$ cat config.mk
export PLATFORM = sky130hd
export DESIGN_NAME = mm_trigger_top
export DESIGN_NICKNAME = d
export VERILOG_FILES = /design/src/common/readout_pkg.sv /design/src/common/trg_types_pkg.sv /design/src/logic/mm_trigger_top.sv /design/src/readout/event_readout.sv /design/src/trigger/trigger_window.sv /design/src/trigger/sample_compare.sv /design/src/logic/time_counter.sv
export VERILOG_INCLUDE_DIRS = /design/src /design/src/common
export SDC_FILE = /design/constraint.sdc
export NUM_CORES = 1
export LEC_CHECK = 0
export ABC_AREA = 1
export BUFFER_PORTS_ARGS = -buffer_cell sky130_fd_sc_hd__buf_2
export CORE_UTILIZATION = 43
export DETAILED_ROUTE_END_ITERATION = 6
export GPL_TIMING_DRIVEN = 1
export MAX_ROUTING_LAYER = met4
export PLACE_DENSITY = 0.71
export SLEW_MARGIN = 15
export SYNTH_ARGS = -nofsm -noshare
export SYNTH_HDL_FRONTEND = slang
export SYNTH_SLANG_ARGS = --single-unit
$ cat constraint.sdc
create_clock -name AXIS_ACLK -period 3.1 [get_ports AXIS_ACLK]
set_input_delay 0.62 -clock AXIS_ACLK [delete_from_list [all_inputs] [get_ports AXIS_ACLK]]
set_output_delay 0.62 -clock AXIS_ACLK [all_outputs]
set_load 0.01 [all_outputs]
$ cat src/common/trg_macros.svh
`ifndef TRG_MACROS_SVH
`define TRG_MACROS_SVH

// threshold in percent of the full 12-bit range, 409 counts
`define TRG_THRESHOLD_PCT 10

// non-hit beats that close a window
`define TRG_POST_ACQUI_LEN 38

// longest window in beats
`define TRG_ACQUI_LEN 100

`define TRG_TIME_STAMP_WIDTH 16
`define TRG_ADC_WIDTH 12
`define TRG_TDATA_WIDTH 128

// event records held before readout
`define TRG_EVENT_FIFO_DEPTH 4

`endif
$ cat src/common/readout_pkg.sv
`include "trg_macros.svh"

package readout_pkg;

    // four-phase req/ack states
    typedef enum logic [1:0]
    {
        RDO_IDLE        = 2'b00,
        RDO_REQ         = 2'b01,
        RDO_ACK_RELEASE = 2'b10
    } rdo_state_e;

    // holds any length up to the full window
    typedef logic [$clog2(`TRG_ACQUI_LEN + 1)-1:0] event_len_t;

endpackage

$ cat src/common/trg_types_pkg.sv
package trg_types_pkg;

    // run control from the host, unused codes behave as init
    typedef enum logic [1:0]
    {
        EXEC_INIT = 2'b00,
        EXEC_RUN  = 2'b11
    } exec_state_e;

    // where the current beat sits relative to the threshold
    typedef enum logic [1:0]
    {
        ZONE_LOW   = 2'b00,
        ZONE_CALIB = 2'b01,
        ZONE_HIGH  = 2'b11
    } zone_e;

    // acquisition window state
    typedef enum logic [1:0]
    {
        TRG_WAIT   = 2'b00,
        TRG_ACTIVE = 2'b01,
        TRG_END    = 2'b11
    } trigger_state_e;

endpackage

$ cat src/logic/mm_trigger_top.sv
`timescale 1ns/100ps

`include "trg_macros.svh"

module mm_trigger_top import trg_types_pkg::*, readout_pkg::*;
(
    input  logic                             AXIS_ACLK,
    input  logic                             AXIS_ARESETN,
    input  exec_state_e                      exec_state,
    input  logic signed [`TRG_ADC_WIDTH-1:0] baseline,
    input  logic [`TRG_TDATA_WIDTH-1:0]      s_axis_tdata,
    input  logic                             rdo_ack,
    output logic [`TRG_TIME_STAMP_WIDTH-1:0] current_time,
    output logic                             triggered,
    output logic                             rdo_req,
    output logic [`TRG_TIME_STAMP_WIDTH-1:0] rdo_time_stamp,
    output event_len_t                       rdo_length,
    output logic                             rdo_truncated,
    output logic                             event_lost
);

    zone_e                            zone;
    logic [`TRG_TIME_STAMP_WIDTH-1:0] zone_time;
    logic                             event_valid;
    logic [`TRG_TIME_STAMP_WIDTH-1:0] event_time_stamp;
    event_len_t                       event_length;
    logic                             event_truncated;

    time_counter time_counter_i (
        .AXIS_ACLK    (AXIS_ACLK),
        .AXIS_ARESETN (AXIS_ARESETN),
        .exec_state   (exec_state),
        .current_time (current_time)
    );

    sample_compare sample_compare_i (
        .AXIS_ACLK    (AXIS_ACLK),
        .AXIS_ARESETN (AXIS_ARESETN),
        .exec_state   (exec_state),
        .baseline     (baseline),
        .s_axis_tdata (s_axis_tdata),
        .current_time (current_time),
        .zone         (zone),
        .zone_time    (zone_time)
    );

    trigger_window trigger_window_i (
        .AXIS_ACLK        (AXIS_ACLK),
        .AXIS_ARESETN     (AXIS_ARESETN),
        .zone             (zone),
        .zone_time        (zone_time),
        .triggered        (triggered),
        .event_valid      (event_valid),
        .event_time_stamp (event_time_stamp),
        .event_length     (event_length),
        .event_truncated  (event_truncated)
    );

    event_readout event_readout_i (
        .AXIS_ACLK        (AXIS_ACLK),
        .AXIS_ARESETN     (AXIS_ARESETN),
        .event_valid      (event_valid),
        .event_time_stamp (event_time_stamp),
        .event_length     (event_length),
        .event_truncated  (event_truncated),
        .rdo_ack          (rdo_ack),
        .rdo_req          (rdo_req),
        .rdo_time_stamp   (rdo_time_stamp),
        .rdo_length       (rdo_length),
        .rdo_truncated    (rdo_truncated),
        .event_lost       (event_lost)
    );

endmodule

$ cat src/readout/event_readout.sv
`timescale 1ns/100ps

`include "trg_macros.svh"

module event_readout import readout_pkg::*;
(
    input  logic                             AXIS_ACLK,
    input  logic                             AXIS_ARESETN,
    input  logic                             event_valid,
    input  logic [`TRG_TIME_STAMP_WIDTH-1:0] event_time_stamp,
    input  event_len_t                       event_length,
    input  logic                             event_truncated,
    input  logic                             rdo_ack,
    output logic                             rdo_req,
    output logic [`TRG_TIME_STAMP_WIDTH-1:0] rdo_time_stamp,
    output event_len_t                       rdo_length,
    output logic                             rdo_truncated,
    output logic                             event_lost
);

    localparam int DEPTH = `TRG_EVENT_FIFO_DEPTH;
    localparam int PTR_W = $clog2(DEPTH);
    localparam int CNT_W = $clog2(DEPTH + 1);

    logic [`TRG_TIME_STAMP_WIDTH-1:0] mem_time [DEPTH];
    event_len_t                       mem_len [DEPTH];
    logic                             mem_trunc [DEPTH];

    logic [PTR_W-1:0] wr_ptr;
    logic [PTR_W-1:0] rd_ptr;
    logic [CNT_W-1:0] count;
    logic             full;
    logic             empty;
    logic             push;
    logic             pop;
    rdo_state_e       rdo_state;

    assign full = (count == CNT_W'(DEPTH));
    assign empty = (count == '0);
    // a full FIFO drops the new record
    assign push = event_valid && !full;
    // pop on the ack that ends the request phase
    assign pop = (rdo_state == RDO_REQ) && rdo_ack;

    always_ff @(posedge AXIS_ACLK)
    begin
        if (push)
        begin
            mem_time[wr_ptr] <= event_time_stamp;
            mem_len[wr_ptr] <= event_length;
            mem_trunc[wr_ptr] <= event_truncated;
        end
    end

    always_ff @(posedge AXIS_ACLK)
    begin
        if (!AXIS_ARESETN)
        begin
            wr_ptr <= '0;
            rd_ptr <= '0;
            count <= '0;
            event_lost <= 1'b0;
        end
        else
        begin
            if (push)
                wr_ptr <= wr_ptr + 1'b1;
            if (pop)
                rd_ptr <= rd_ptr + 1'b1;
            if (push && !pop)
                count <= count + 1'b1;
            else if (pop && !push)
                count <= count - 1'b1;
            // sticky until reset
            if (event_valid && full)
                event_lost <= 1'b1;
        end
    end

    always_ff @(posedge AXIS_ACLK)
    begin
        if (!AXIS_ARESETN)
        begin
            rdo_state <= RDO_IDLE;
        end
        else
        begin
            case (rdo_state)
                RDO_IDLE:
                begin
                    if (!empty && !rdo_ack)
                        rdo_state <= RDO_REQ;
                end
                RDO_REQ:
                begin
                    if (rdo_ack)
                        rdo_state <= RDO_ACK_RELEASE;
                end
                RDO_ACK_RELEASE:
                begin
                    // wait for the host to let go of ack
                    if (!rdo_ack)
                        rdo_state <= RDO_IDLE;
                end
                default:
                begin
                    rdo_state <= RDO_IDLE;
                end
            endcase
        end
    end

    assign rdo_req = (rdo_state == RDO_REQ);

    // head record, unchanged until the pop
    assign rdo_time_stamp = mem_time[rd_ptr];
    assign rdo_length = mem_len[rd_ptr];
    assign rdo_truncated = mem_trunc[rd_ptr];

endmodule

$ cat src/trigger/trigger_window.sv
`timescale 1ns/100ps

`include "trg_macros.svh"

module trigger_window import trg_types_pkg::*, readout_pkg::*;
(
    input  logic                             AXIS_ACLK,
    input  logic                             AXIS_ARESETN,
    input  zone_e                            zone,
    input  logic [`TRG_TIME_STAMP_WIDTH-1:0] zone_time,
    output logic                             triggered,
    output logic                             event_valid,
    output logic [`TRG_TIME_STAMP_WIDTH-1:0] event_time_stamp,
    output event_len_t                       event_length,
    output logic                             event_truncated
);

    localparam int POST_W = $clog2(`TRG_POST_ACQUI_LEN + 1);

    trigger_state_e    state;
    event_len_t        win_len;
    event_len_t        len_next;
    logic [POST_W-1:0] quiet_cnt;
    logic [POST_W-1:0] quiet_next;
    logic              is_hit;
    logic              win_start;
    logic              win_open;
    logic              close_quiet;
    logic              close_full;

    always_comb
    begin
        is_hit = (zone == ZONE_HIGH);
        len_next = win_len + 1'b1;
        // quiet run restarts on every hit
        quiet_next = is_hit ? '0 : quiet_cnt + 1'b1;
        // after a truncated window the level must fall before a new start
        win_start = is_hit && ((state == TRG_WAIT) || (state == TRG_END && !event_truncated));
        win_open = (state == TRG_ACTIVE) && (zone != ZONE_CALIB);
        close_quiet = win_open && (quiet_next == `TRG_POST_ACQUI_LEN);
        close_full = win_open && !close_quiet && (len_next == `TRG_ACQUI_LEN);
    end

    always_ff @(posedge AXIS_ACLK)
    begin
        if (!AXIS_ARESETN)
        begin
            state <= TRG_WAIT;
            event_valid <= 1'b0;
            win_len <= '0;
            quiet_cnt <= '0;
        end
        else
        begin
            event_valid <= close_quiet || close_full;

            case (state)
                TRG_WAIT:
                begin
                    if (win_start)
                        state <= TRG_ACTIVE;
                end
                TRG_ACTIVE:
                begin
                    if (zone == ZONE_CALIB)
                        state <= TRG_WAIT;
                    else if (close_quiet || close_full)
                        state <= TRG_END;
                end
                TRG_END:
                begin
                    if (win_start)
                        state <= TRG_ACTIVE;
                    else if (!is_hit)
                        state <= TRG_WAIT;
                end
                default:
                begin
                    state <= TRG_WAIT;
                end
            endcase

            // first hit counts as beat one
            if (win_start)
            begin
                win_len <= event_len_t'(1);
                quiet_cnt <= '0;
            end
            else if (win_open)
            begin
                win_len <= len_next;
                quiet_cnt <= quiet_next;
            end
        end
    end

    // record fields, the FIFO takes them while event_valid is high
    always_ff @(posedge AXIS_ACLK)
    begin
        if (win_start)
            event_time_stamp <= zone_time;
        if (close_quiet || close_full)
        begin
            event_length <= len_next;
            event_truncated <= close_full;
        end
    end

    assign triggered = (state == TRG_ACTIVE);

endmodule

$ cat src/trigger/sample_compare.sv
`timescale 1ns/100ps

`include "trg_macros.svh"

module sample_compare import trg_types_pkg::*;
(
    input  logic                                AXIS_ACLK,
    input  logic                                AXIS_ARESETN,
    input  exec_state_e                         exec_state,
    input  logic signed [`TRG_ADC_WIDTH-1:0]    baseline,
    input  logic [`TRG_TDATA_WIDTH-1:0]         s_axis_tdata,
    input  logic [`TRG_TIME_STAMP_WIDTH-1:0]    current_time,
    output zone_e                               zone,
    output logic [`TRG_TIME_STAMP_WIDTH-1:0]    zone_time
);

    localparam int ADC_W = `TRG_ADC_WIDTH;
    localparam int SLOT_W = 16;
    localparam int SLOTS = `TRG_TDATA_WIDTH / SLOT_W;
    localparam int FULL_RANGE = 2**ADC_W - 1;
    localparam int THRESHOLD_INT = FULL_RANGE * `TRG_THRESHOLD_PCT / 100;
    // one extra bit so sample minus baseline cannot wrap
    localparam logic signed [ADC_W:0] THRESHOLD_VAL = THRESHOLD_INT[ADC_W:0];

    logic signed [ADC_W-1:0] sample [SLOTS];
    logic signed [ADC_W:0]   diff [SLOTS];
    logic                    hit;

    // sample sits in the upper bits of each 16-bit slot
    always_comb
    begin
        hit = 1'b0;
        for (int i = 0; i < SLOTS; i++)
        begin
            sample[i] = s_axis_tdata[SLOT_W*i + SLOT_W-1 -: ADC_W];
            diff[i] = {sample[i][ADC_W-1], sample[i]} - {baseline[ADC_W-1], baseline};
            hit = hit | (diff[i] >= THRESHOLD_VAL);
        end
    end

    always_ff @(posedge AXIS_ACLK)
    begin
        if (!AXIS_ARESETN)
        begin
            zone <= ZONE_CALIB;
        end
        else if (exec_state != EXEC_RUN)
        begin
            zone <= ZONE_CALIB;
        end
        else
        begin
            zone <= hit ? ZONE_HIGH : ZONE_LOW;
        end
    end

    // time of the beat travels with its zone
    always_ff @(posedge AXIS_ACLK)
    begin
        zone_time <= current_time;
    end

endmodule

$ cat src/logic/time_counter.sv
`timescale 1ns/100ps

`include "trg_macros.svh"

module time_counter import trg_types_pkg::*;
(
    input  logic                             AXIS_ACLK,
    input  logic                             AXIS_ARESETN,
    input  exec_state_e                      exec_state,
    output logic [`TRG_TIME_STAMP_WIDTH-1:0] current_time
);

    // runs only while armed, held at zero otherwise
    always_ff @(posedge AXIS_ACLK)
    begin
        if (!AXIS_ARESETN)
        begin
            current_time <= '0;
        end
        else if (exec_state == EXEC_RUN)
        begin
            current_time <= current_time + 1'b1;
        end
        else
        begin
            current_time <= '0;
        end
    end

endmodule

==> flow_summary.toml, run 1 <==
[outcome]
outcome = "finished with violations"
violations = "DRC"

[detailed_routing]
post-route-drc-count = 3
vias = 10846
highest_layer = "met4"
finalWirelength_mm = 29.6
met1_length_mm = 13.4
drt_iter0_markers = 784
met2RoutedLength_mm = 14.0
ant_nets = 0
route.met3.wl_mm = 1.62
drtPass1Iterations = 7
via_per_inst = 5.02
routedWlPerCell_um = 13.7

[setup_path]
max_stage_delay_ns = 0.49
critical_path_depth = 5
cp_cell_sequence = "inv_1, buf_4, o21ai_0, o22ai_1, buf_2"
worstSetupPathType = "flop to output pin"
worstSetupStartpointType = "flop"
r2r_slack_ns = 0.74
cp_top_family = "buffers and inverters"
r2r-start = "trigger_window_i.state[0]"
r2r_cells = 10
crit_buf_inv = 3
worstPathRequired_ns = 2.48
path_max_fanout = 22
crit_path_end_kind = "output pin"
reg2reg_to = "trigger_window_i.event_length[1]"
cp_slowest_cell = "inv_1"
cp_data_arrival_time_ns = 2.03

[final_layout]
drive_above_1_share = 0.134
final_cell_count_no_fill = 2162
layout.nets = 2023
final_common_cell = "nand2_1"
fin_area_mm2 = 0.0141
area_delta_synth_final_pct = 16.3
final_cell_mix = "411 x nand2_1, 214 x inv_1, 174 x nor2_1"

[cts]
worstSkewPairLatency_ns = 0.42
cts_hold_buf = 0
numClockSinks = 182
cts_root_buffer = "clkbuf_16"
clockBufferDepth = 2
cts.clk_slew.worst_paths_ns = 0.07
cts_buffers = 17
cts_tree = "built"
h-tree-depth = 4
post_cts_buffers = 0
cts_resized = 0

[timing]
rsz0062_at_grt = "false"
worst_pin_slew_ns = 0.670
setup_slack_ns = 0.452
hold_ws_ns = 0.386
hold_viol_final = 0
finalClockSkew_ns = 0.00788
slew_viol_final = 0
relSlewSlack = 0.553
min_period_ns = 2.65
setup_violations = 0
fin_crit_sh = 0.854
fmax_mhz = 378
tns_ns = 0

[synthesis]
ys_types = 46
seq_area_frac_synth = 0.399
syn_avg_cell_area_um2 = 7.67
synth_seq_cells = 182
synthesis.nets = 1841
yosysWarnings = 0
synthArstFlopShare = 0
yosys_most_used_dff = "edfxtp_1"
synth_area_mm2 = 0.0121
netlist_instances = 1582
synth-edff-count = 120

[worst_hold_path]
holdCritPathClass = "flop to flop"
hold-path-endpoint = "sample_compare_i.zone_time[4]"
hold_depth = 0
min-delay-start = "time_counter_i.current_time[4]"

[placed_design]
dp_hpwl_mm = 23.0
dp.cells = 2123
numPortBuffers = 155
post-place-ws_ns = 0.109
gp_congestion = 0.921
placed_area_mm2 = 0.0135

[floorplanning]
die_w_um = 170
ios = 188
num_rows = 61
start_util = 0.437
die_y_um = 170
core_mm2 = 0.0278
design.die.area_mm2 = 0.0289

[global_route]
overflow = 0
grt_max_degree = 49
grt_first_pass_wirelength_mm = 48.4
grtUsageTotal = 0.216
grt_pass1_vias = 10135
antenna_found_initial = 5

[pwr]
irDropWorstVdd_uv = 418
leakagePower_nw = 6.77
powerDensity_mw_per_mm2 = 420

[job]
maxCapViolations = 0
[metrics by stage]
stage	util	total power, mW
global route	0.508	6.27
finish	0.508	5.93
floorplan	-	3.54
detailed placement	0.486	3.87
CTS	0.508	5.96
global placement	0.486	3.84
[synthesized netlist by cell type (all sizes together) (3+ instances only)]
cell type | instances | area share
a211oi | 4 | 0.0025
a21o | 9 | 0.0056
a21oi | 92 | 0.038
a31oi | 6 | 0.0031
clkbuf | 16 | 0.0049
clkinv | 3 | 0.00093
dfxtp | 62 | 0.10
edfxtp | 120 | 0.30
fa | 9 | 0.015
ha | 105 | 0.11
inv | 221 | 0.068
nand2 | 412 | 0.13
nand3 | 114 | 0.048
nand3b | 16 | 0.0099
nand4 | 26 | 0.014
nor2 | 181 | 0.057
nor3 | 28 | 0.014
nor3b | 3 | 0.0028
o21a | 3 | 0.0019
o21ai | 77 | 0.032
o21bai | 5 | 0.0031
o22ai | 24 | 0.012
or2 | 4 | 0.0021
xnor2 | 12 | 0.0087
xor2 | 19 | 0.014
[where the power goes]
group / internal, mW / switching, mW / leakage, nW
sequential: 2.57 / 0.0113 / 1.58
clock: 1.15 / 0.959 / 0.291
combinational: 0.482 / 0.753 / 4.90
total: 4.20 / 1.72 / 6.77
[worst max-delay path by stage]
stage / startpoint / to / slack [ns]
2_1_floorplan: s_axis_tdata[4] / sample_compare_i.zone[0] / 0.69
3_3_place_gp: baseline[0] / sample_compare_i.zone[0] / 0.14
3_5_place_dp: baseline[0] / sample_compare_i.zone[0] / 0.11
4_1_cts: flop / rdo_time_stamp[15] / 0.44
5_1_grt: flop / rdo_time_stamp[15] / 0.33
6_report: flop / rdo_time_stamp[15] / 0.45
[state kept, by name, summed over array words and instances (netlist names), 3 cells and up, named ones only]
register and count:
event_readout_i.mem_time 64, event_readout_i.mem_len 28, sample_compare_i.zone_time 16, time_counter_i.current_time 16, trigger_window_i.event_time_stamp 16, trigger_window_i.event_length 7
trigger_window_i.win_len 7, trigger_window_i.quiet_cnt 6, event_readout_i.mem_trunc 4, event_readout_i.count 3
[kinds of logic (layout without fill, tap and decap cells)]
family                     after synthesis  after routing  share of synthesized area
and+or+nand+nor                        788            788                      0.278
buffers and inverters                  240            435                     0.0742
AOI/OAI and AO/OA                      227            227                      0.103
DFF                                    182            182                      0.399
adders and majority gates              114            114                      0.123
xor gates and xnor gates                31             31                     0.0224
other                                    0              7                          0
[final cells by class]
cell class / instances / area [um^2]
Antenna cell: 7 / 17.5
Clock buffer: 17 / 425
Clock inverter: 15 / 159
Fill cell: 2646 / 13700
Inverter: 224 / 841
Multi-Input combinational cell: 1160 / 6400
Sequential cell: 182 / 4840
Tap cell: 378 / 473
Timing Repair Buffer: 179 / 956
[per-layer routing]
layer  GRT usage  vias up
li1            -     5669
met1       0.264     4894
met2       0.370      250
met3      0.0316       33
met4      0.0619        0
met5           -        -
No activity file was read; power rests on OpenSTA's default activity.
==> inputs of run 2 (changes only) <==
--- a/config.mk
+++ b/config.mk
@@ -10,9 +10,9 @@
 export BUFFER_PORTS_ARGS = -buffer_cell sky130_fd_sc_hd__buf_2
 export CORE_UTILIZATION = 43
 export DETAILED_ROUTE_END_ITERATION = 6
-export GPL_TIMING_DRIVEN = 1
+export GPL_TIMING_DRIVEN = 0
 export MAX_ROUTING_LAYER = met4
-export PLACE_DENSITY = 0.71
+export PLACE_DENSITY_LB_ADDON = 0.05
 export SLEW_MARGIN = 15
 export SYNTH_ARGS = -nofsm -noshare
 export SYNTH_HDL_FRONTEND = slang
==> run 2 against run 1 <==
The flow now finishes without violations; non-clock buffer count fell by 4; die area is the same; utilization is essentially flat; final cell count down 0.37%; setup slack lost 0.24 ns; sequential share of layout area hardly changed; critical endpoint is now rdo_length[3]; largest cell class unchanged.
==> flow_summary.toml, run 2 (synthesized netlist as in run 1, its figures left out) <==
[floorplanning]
start_util = 0.437
die_y_um = 170
core_mm2 = 0.0278
ios = 188
die_w_um = 170
design.die.area_mm2 = 0.0289
num_rows = 61

[global_route]
grtUsageTotal = 0.220
grt_first_pass_wirelength_mm = 48.7
overflow = 0
antenna_found_initial = 3
grt_max_degree = 25
grt_pass1_vias = 9931

[final_layout]
largest_registers = "event_readout_i.mem_time: 64 flops, event_readout_i.mem_len: 28 flops"
layout.nets = 2019
area_delta_synth_final_pct = 16.4
final_common_cell = "nand2_1"
final_cell_mix = "411 x nand2_1, 214 x inv_1, 173 x nor2_1"
postLayoutCoreUtil = 0.508
drive_above_1_share = 0.123
largest_reg_flops = 64
top_register = "event_readout_i.mem_time"

[timing]
setup_violations = 0
finalClockSkew_ns = 0.0144
min_period_ns = 2.89
hold_viol_final = 0
slew_viol_final = 0
fmax_mhz = 346
worst_pin_slew_ns = 1.08
fin_crit_sh = 0.932
rsz0062_at_grt = "false"
relSlewSlack = 0.272

[pwr]
powerDensity_mw_per_mm2 = 423
p_sw_frac = 0.279
leakagePower_nw = 6.73
finalPower_mw = 5.97
power_frac_comb = 0.205
internal-power_mw = 4.30
clkPwrFrac = 0.362
power_frac_seq = 0.433
switching_power_mw = 1.67
irDropWorstVdd_uv = 405

[cts]
cts_root_buffer = "clkbuf_16"
cts_hold_buf = 0
numClockSinks = 182
cts_resized = 0
worstSkewPairLatency_ns = 0.41
cts_tree = "built"
h-tree-depth = 4
clockBufferDepth = 2
cts_buffers = 17
post_cts_buffers = 0
cts.clk_slew.worst_paths_ns = 0.06

[setup_path]
max_stage_delay_ns = 0.51
worstPathRequired_ns = 2.48
reg2reg_to = "event_readout_i.count[1]"
r2r_slack_ns = 0.54
r2r_cells = 9
worstSetupPathType = "flop to output pin"
cp_cell_sequence = "inv_1, clkbuf_1, clkbuf_1, nor2_1, o22ai_1, buf_2"
crit_path_end_kind = "output pin"
cp_data_arrival_time_ns = 2.27
worstSetupStartpointType = "flop"
cp_slowest_cell = "clkbuf_1"
path_max_fanout = 10
r2r-start = "event_readout_i.count[0]"
cpMostUsedCell = "clkbuf_1"

[placed_design]
numPortBuffers = 155
dp_hpwl_mm = 23.2
gp_congestion = 0.852

[worst_hold_path]
hold_depth = 0
min-delay-start = "time_counter_i.current_time[15]"
hold-path-endpoint = "sample_compare_i.zone_time[15]"
holdCritPathClass = "flop to flop"

[detailed_routing]
via_per_inst = 4.92
ant_nets = 0
drtPass1Iterations = 5
routedWlPerCell_um = 14.0
vias = 10592
post-route-drc-count = 0
finalWirelength_mm = 30.1
drt_iter0_markers = 661

[job]
maxCapViolations = 0

[outcome]
outcome = "finished, final reports clean"
run 2: cell types whose count changed in the layout (fill, tap and decap cells not counted), sizes merged:
cell	delta
diode	-4
bufinv	-1
clkinv	+1
buf	-20
clkbuf	+22
inv	-6
run 2: how the worst max path moves through the flow:
stage | to | slack (ns) | cells after the start
after detailed placement | sample_compare_i.zone[0] | -0.13 | 19
final | rdo_length[3] | 0.21 | 6
after CTS | rdo_length[1] | 0.18 | 6
after global routing | sample_compare_i.zone[0] | 0.04 | 19
after floorplan | sample_compare_i.zone[0] | 0.69 | 19
after global placement | sample_compare_i.zone[0] | -0.13 | 17
run 2: layer usage:
layer,track usage,vias to the layer above,wire length [um],part of all wire
met3,0.0293,26,1190,0.039
li1,-,5639,-,-
met4,0.0544,0,473,0.016
met5,-,-,0,0
met1,0.260,4730,13400,0.45
met2,0.392,197,15100,0.50
run 2: power groups by stage:
stage | clock network (mW) | registers [mW] | logic, mW
after detailed placement | 0 | 2.64 | 1.22
after floorplan | 0 | 2.64 | 0.907
final | 2.16 | 2.59 | 1.23
after global routing | 2.30 | 2.59 | 1.42
after CTS | 2.20 | 2.59 | 1.23
after global placement | 0 | 2.64 | 1.21
run 2: stage by stage:
stage / setup TNS, ns / instance area [um^2] / hold WS [ns] / setup slack, ns / cells
after floorplan: 0 / 12100 / 0.386 / 0.690 / 1582
after global placement: -0.229 / 13400 / 0.373 / -0.133 / 2115
after detailed placement: -0.230 / 13500 / 0.370 / -0.126 / 2119
after CTS: 0 / 14100 / 0.382 / 0.185 / 2151
after global routing: 0 / 14100 / 0.388 / 0.0374 / 2154
final: 0 / 14100 / 0.378 / 0.211 / 2154
run 2: final cells by class:
class / instances / area (um^2)
fillers: 2848 / 13700
clock buffers: 23 / 543
clock inverters: 9 / 73.8
plain buffers: 16 / 60.1
diodes: 3 / 7.51
repair buffers: 159 / 858
well taps: 378 / 473
flip-flops and latches: 182 / 4840
inverters: 224 / 841
multi-input cells: 1160 / 6420
run 2: worst max-delay path, delay by kind of cell, from the launching register on:
kind / cells / cell delay (ns)
flops: 1 / 0.37
simple gates: 1 / 0.10
compound gates: 1 / 0.22
buf+inv: 4 / 1.17
==> inputs of run 3 (changes only) <==
--- a/config.mk
+++ b/config.mk
@@ -8,7 +8,10 @@
 export LEC_CHECK = 0
 export ABC_AREA = 1
 export BUFFER_PORTS_ARGS = -buffer_cell sky130_fd_sc_hd__buf_2
-export CORE_UTILIZATION = 43
+export CELL_PAD_IN_SITES_DETAIL_PLACEMENT = 2
+export CELL_PAD_IN_SITES_GLOBAL_PLACEMENT = 2
+export CORE_MARGIN = 10
+export CORE_UTILIZATION = 33
 export DETAILED_ROUTE_END_ITERATION = 6
 export GPL_TIMING_DRIVEN = 0
 export MAX_ROUTING_LAYER = met4
==> run 3 against run 2 <==
Clock power rose by 11%; register-to-register slack improved by 0.14 ns; clock skew fell by 0.0058 ns; utilization fell by 11 points; critical path type unchanged.
==> flow_summary.toml, run 3 (synthesized netlist as in run 1, its figures left out) <==
[placed_design]
dp_hpwl_mm = 33.5
post-place-ws_ns = -0.405
gp_congestion = 0.811
dp.cells = 2210
numPortBuffers = 155

[final_layout]
final_cell_count_no_fill = 2246
largest_reg_flops = 64
postLayoutCoreUtil = 0.394
top_register = "event_readout_i.mem_time"
area_delta_synth_final_pct = 18.2
final_common_cell = "nand2_1"
largest_registers = "event_readout_i.mem_time: 64 flops, event_readout_i.mem_len: 28 flops"
drive_above_1_share = 0.129
final_cell_mix = "411 x nand2_1, 211 x inv_1, 173 x nor2_1"
layout.nets = 2022

[floorplanning]
ios = 188
design.die.area_mm2 = 0.0448
start_util = 0.333
die_w_um = 212
core_mm2 = 0.0364
die_y_um = 212
num_rows = 70

[job]
maxCapViolations = 0

[worst_hold_path]
hold_depth = 0
min-delay-start = "time_counter_i.current_time[3]"
hold-path-endpoint = "sample_compare_i.zone_time[3]"
holdCritPathClass = "flop to flop"

[cts]
cts_root_buffer = "clkbuf_16"
numClockSinks = 182
cts_hold_buf = 0
h-tree-depth = 4
cts.clk_slew.worst_paths_ns = 0.07
clockBufferDepth = 2
cts_buffers = 17
cts_tree = "built"
worstSkewPairLatency_ns = 0.43

[setup_path]
r2r_cells = 10
r2r_slack_ns = 0.68
worstSetupPathType = "flop to output pin"
worstPathRequired_ns = 2.48
reg2reg_to = "trigger_window_i.event_length[4]"
r2r-start = "trigger_window_i.win_len[0]"
cp_data_arrival_time_ns = 2.28
crit_path_end_kind = "output pin"
path_max_fanout = 10
worstSetupStartpointType = "flop"

[global_route]
grtUsageTotal = 0.193
grt_first_pass_wirelength_mm = 66.7
overflow = 0
grt_max_degree = 22
grt_pass1_vias = 12384
antenna_found_initial = 1

[timing]
hold_viol_final = 0
tns_ns = 0
min_period_ns = 2.90
setup_slack_ns = 0.196
hold_ws_ns = 0.397
slew_viol_final = 0
finalClockSkew_ns = 0.00855
fmax_mhz = 344
worst_pin_slew_ns = 0.723
relSlewSlack = 0.518
setup_violations = 0
fin_crit_sh = 0.937
rsz0062_at_grt = "false"

[detailed_routing]
drt_iter0_markers = 389
post-route-drc-count = 0
drtPass1Iterations = 7
routedWlPerCell_um = 18.6
vias = 11260
via_per_inst = 5.01
ant_nets = 0
finalWirelength_mm = 41.8

[pwr]
irDropWorstVdd_uv = 272
leakagePower_nw = 6.75
powerDensity_mw_per_mm2 = 438

[outcome]
outcome = "finished, final reports clean"
-- run 3: metrics by stage --
| stage | power (mW) | area [um^2] |
|---|---|---|
| after global placement | 3.92 | 13500 |
| final | 6.28 | 14300 |
| after floorplan | 3.54 | 12100 |
| after detailed placement | 3.96 | 13600 |
| after CTS | 6.35 | 14300 |
| after global routing | 6.64 | 14300 |
-- run 3: final cells by class --
cell class	instances	area (um^2)
fill	4310	22100
multi-input combinational	1160	6430
sequential	182	4840
timing repair buffer	162	913
inverter	224	852
tap	468	586
clock buffer	18	429
clock inverter	14	221
buffer	16	65.1
antenna	2	5.00
-- run 3: per-layer routing --
| metal | GRT usage | wire length (um) | vias up |
|---|---|---|---|
| li1 | - | - | 5637 |
| met1 | 0.227 | 18600 | 5479 |
| met2 | 0.355 | 21900 | 128 |
| met3 | 0.0169 | 882 | 16 |
| met4 | 0.0322 | 340 | 0 |
| met5 | - | 0 | - |
-- run 3: repair_timing --
item | 4_1_cts | 5_1_grt
setup buffers | 0 | 2
setup endpoints to repair | 2 | 11
gates resized for setup | 2 | 7
-- run 3: how the worst max path moves through the flow --
stage                                from                        to  slack (ns)  cells past startpoint
after floorplan           s_axis_tdata[4]  sample_compare_i.zone[0]        0.69                     19
after global placement        baseline[1]  sample_compare_i.zone[0]       -0.40                     17
after detailed placement      baseline[1]  sample_compare_i.zone[0]       -0.40                     17
after CTS                            flop             rdo_length[1]        0.02                      6
after global routing          baseline[9]  sample_compare_i.zone[0]       0.004                     16
final                                flop         rdo_time_stamp[6]        0.20                      6
-- run 3: critical path, cell delays in order (launching register included) --
cell and delay (ns):
dfxtp_1 0.36, inv_1 0.12, clkbuf_1 0.49, clkbuf_2 0.39
nor2_1 0.10, o22ai_1 0.23, buf_2 0.18
-- run 3: power breakdown --
group,internal [mW],total (mW),leakage [nW],switching [mW]
clock network,1.44,2.39,0.304,0.951
logic,0.479,1.30,4.86,0.826
registers,2.58,2.59,1.58,0.0122
total,4.49,6.28,6.75,1.79
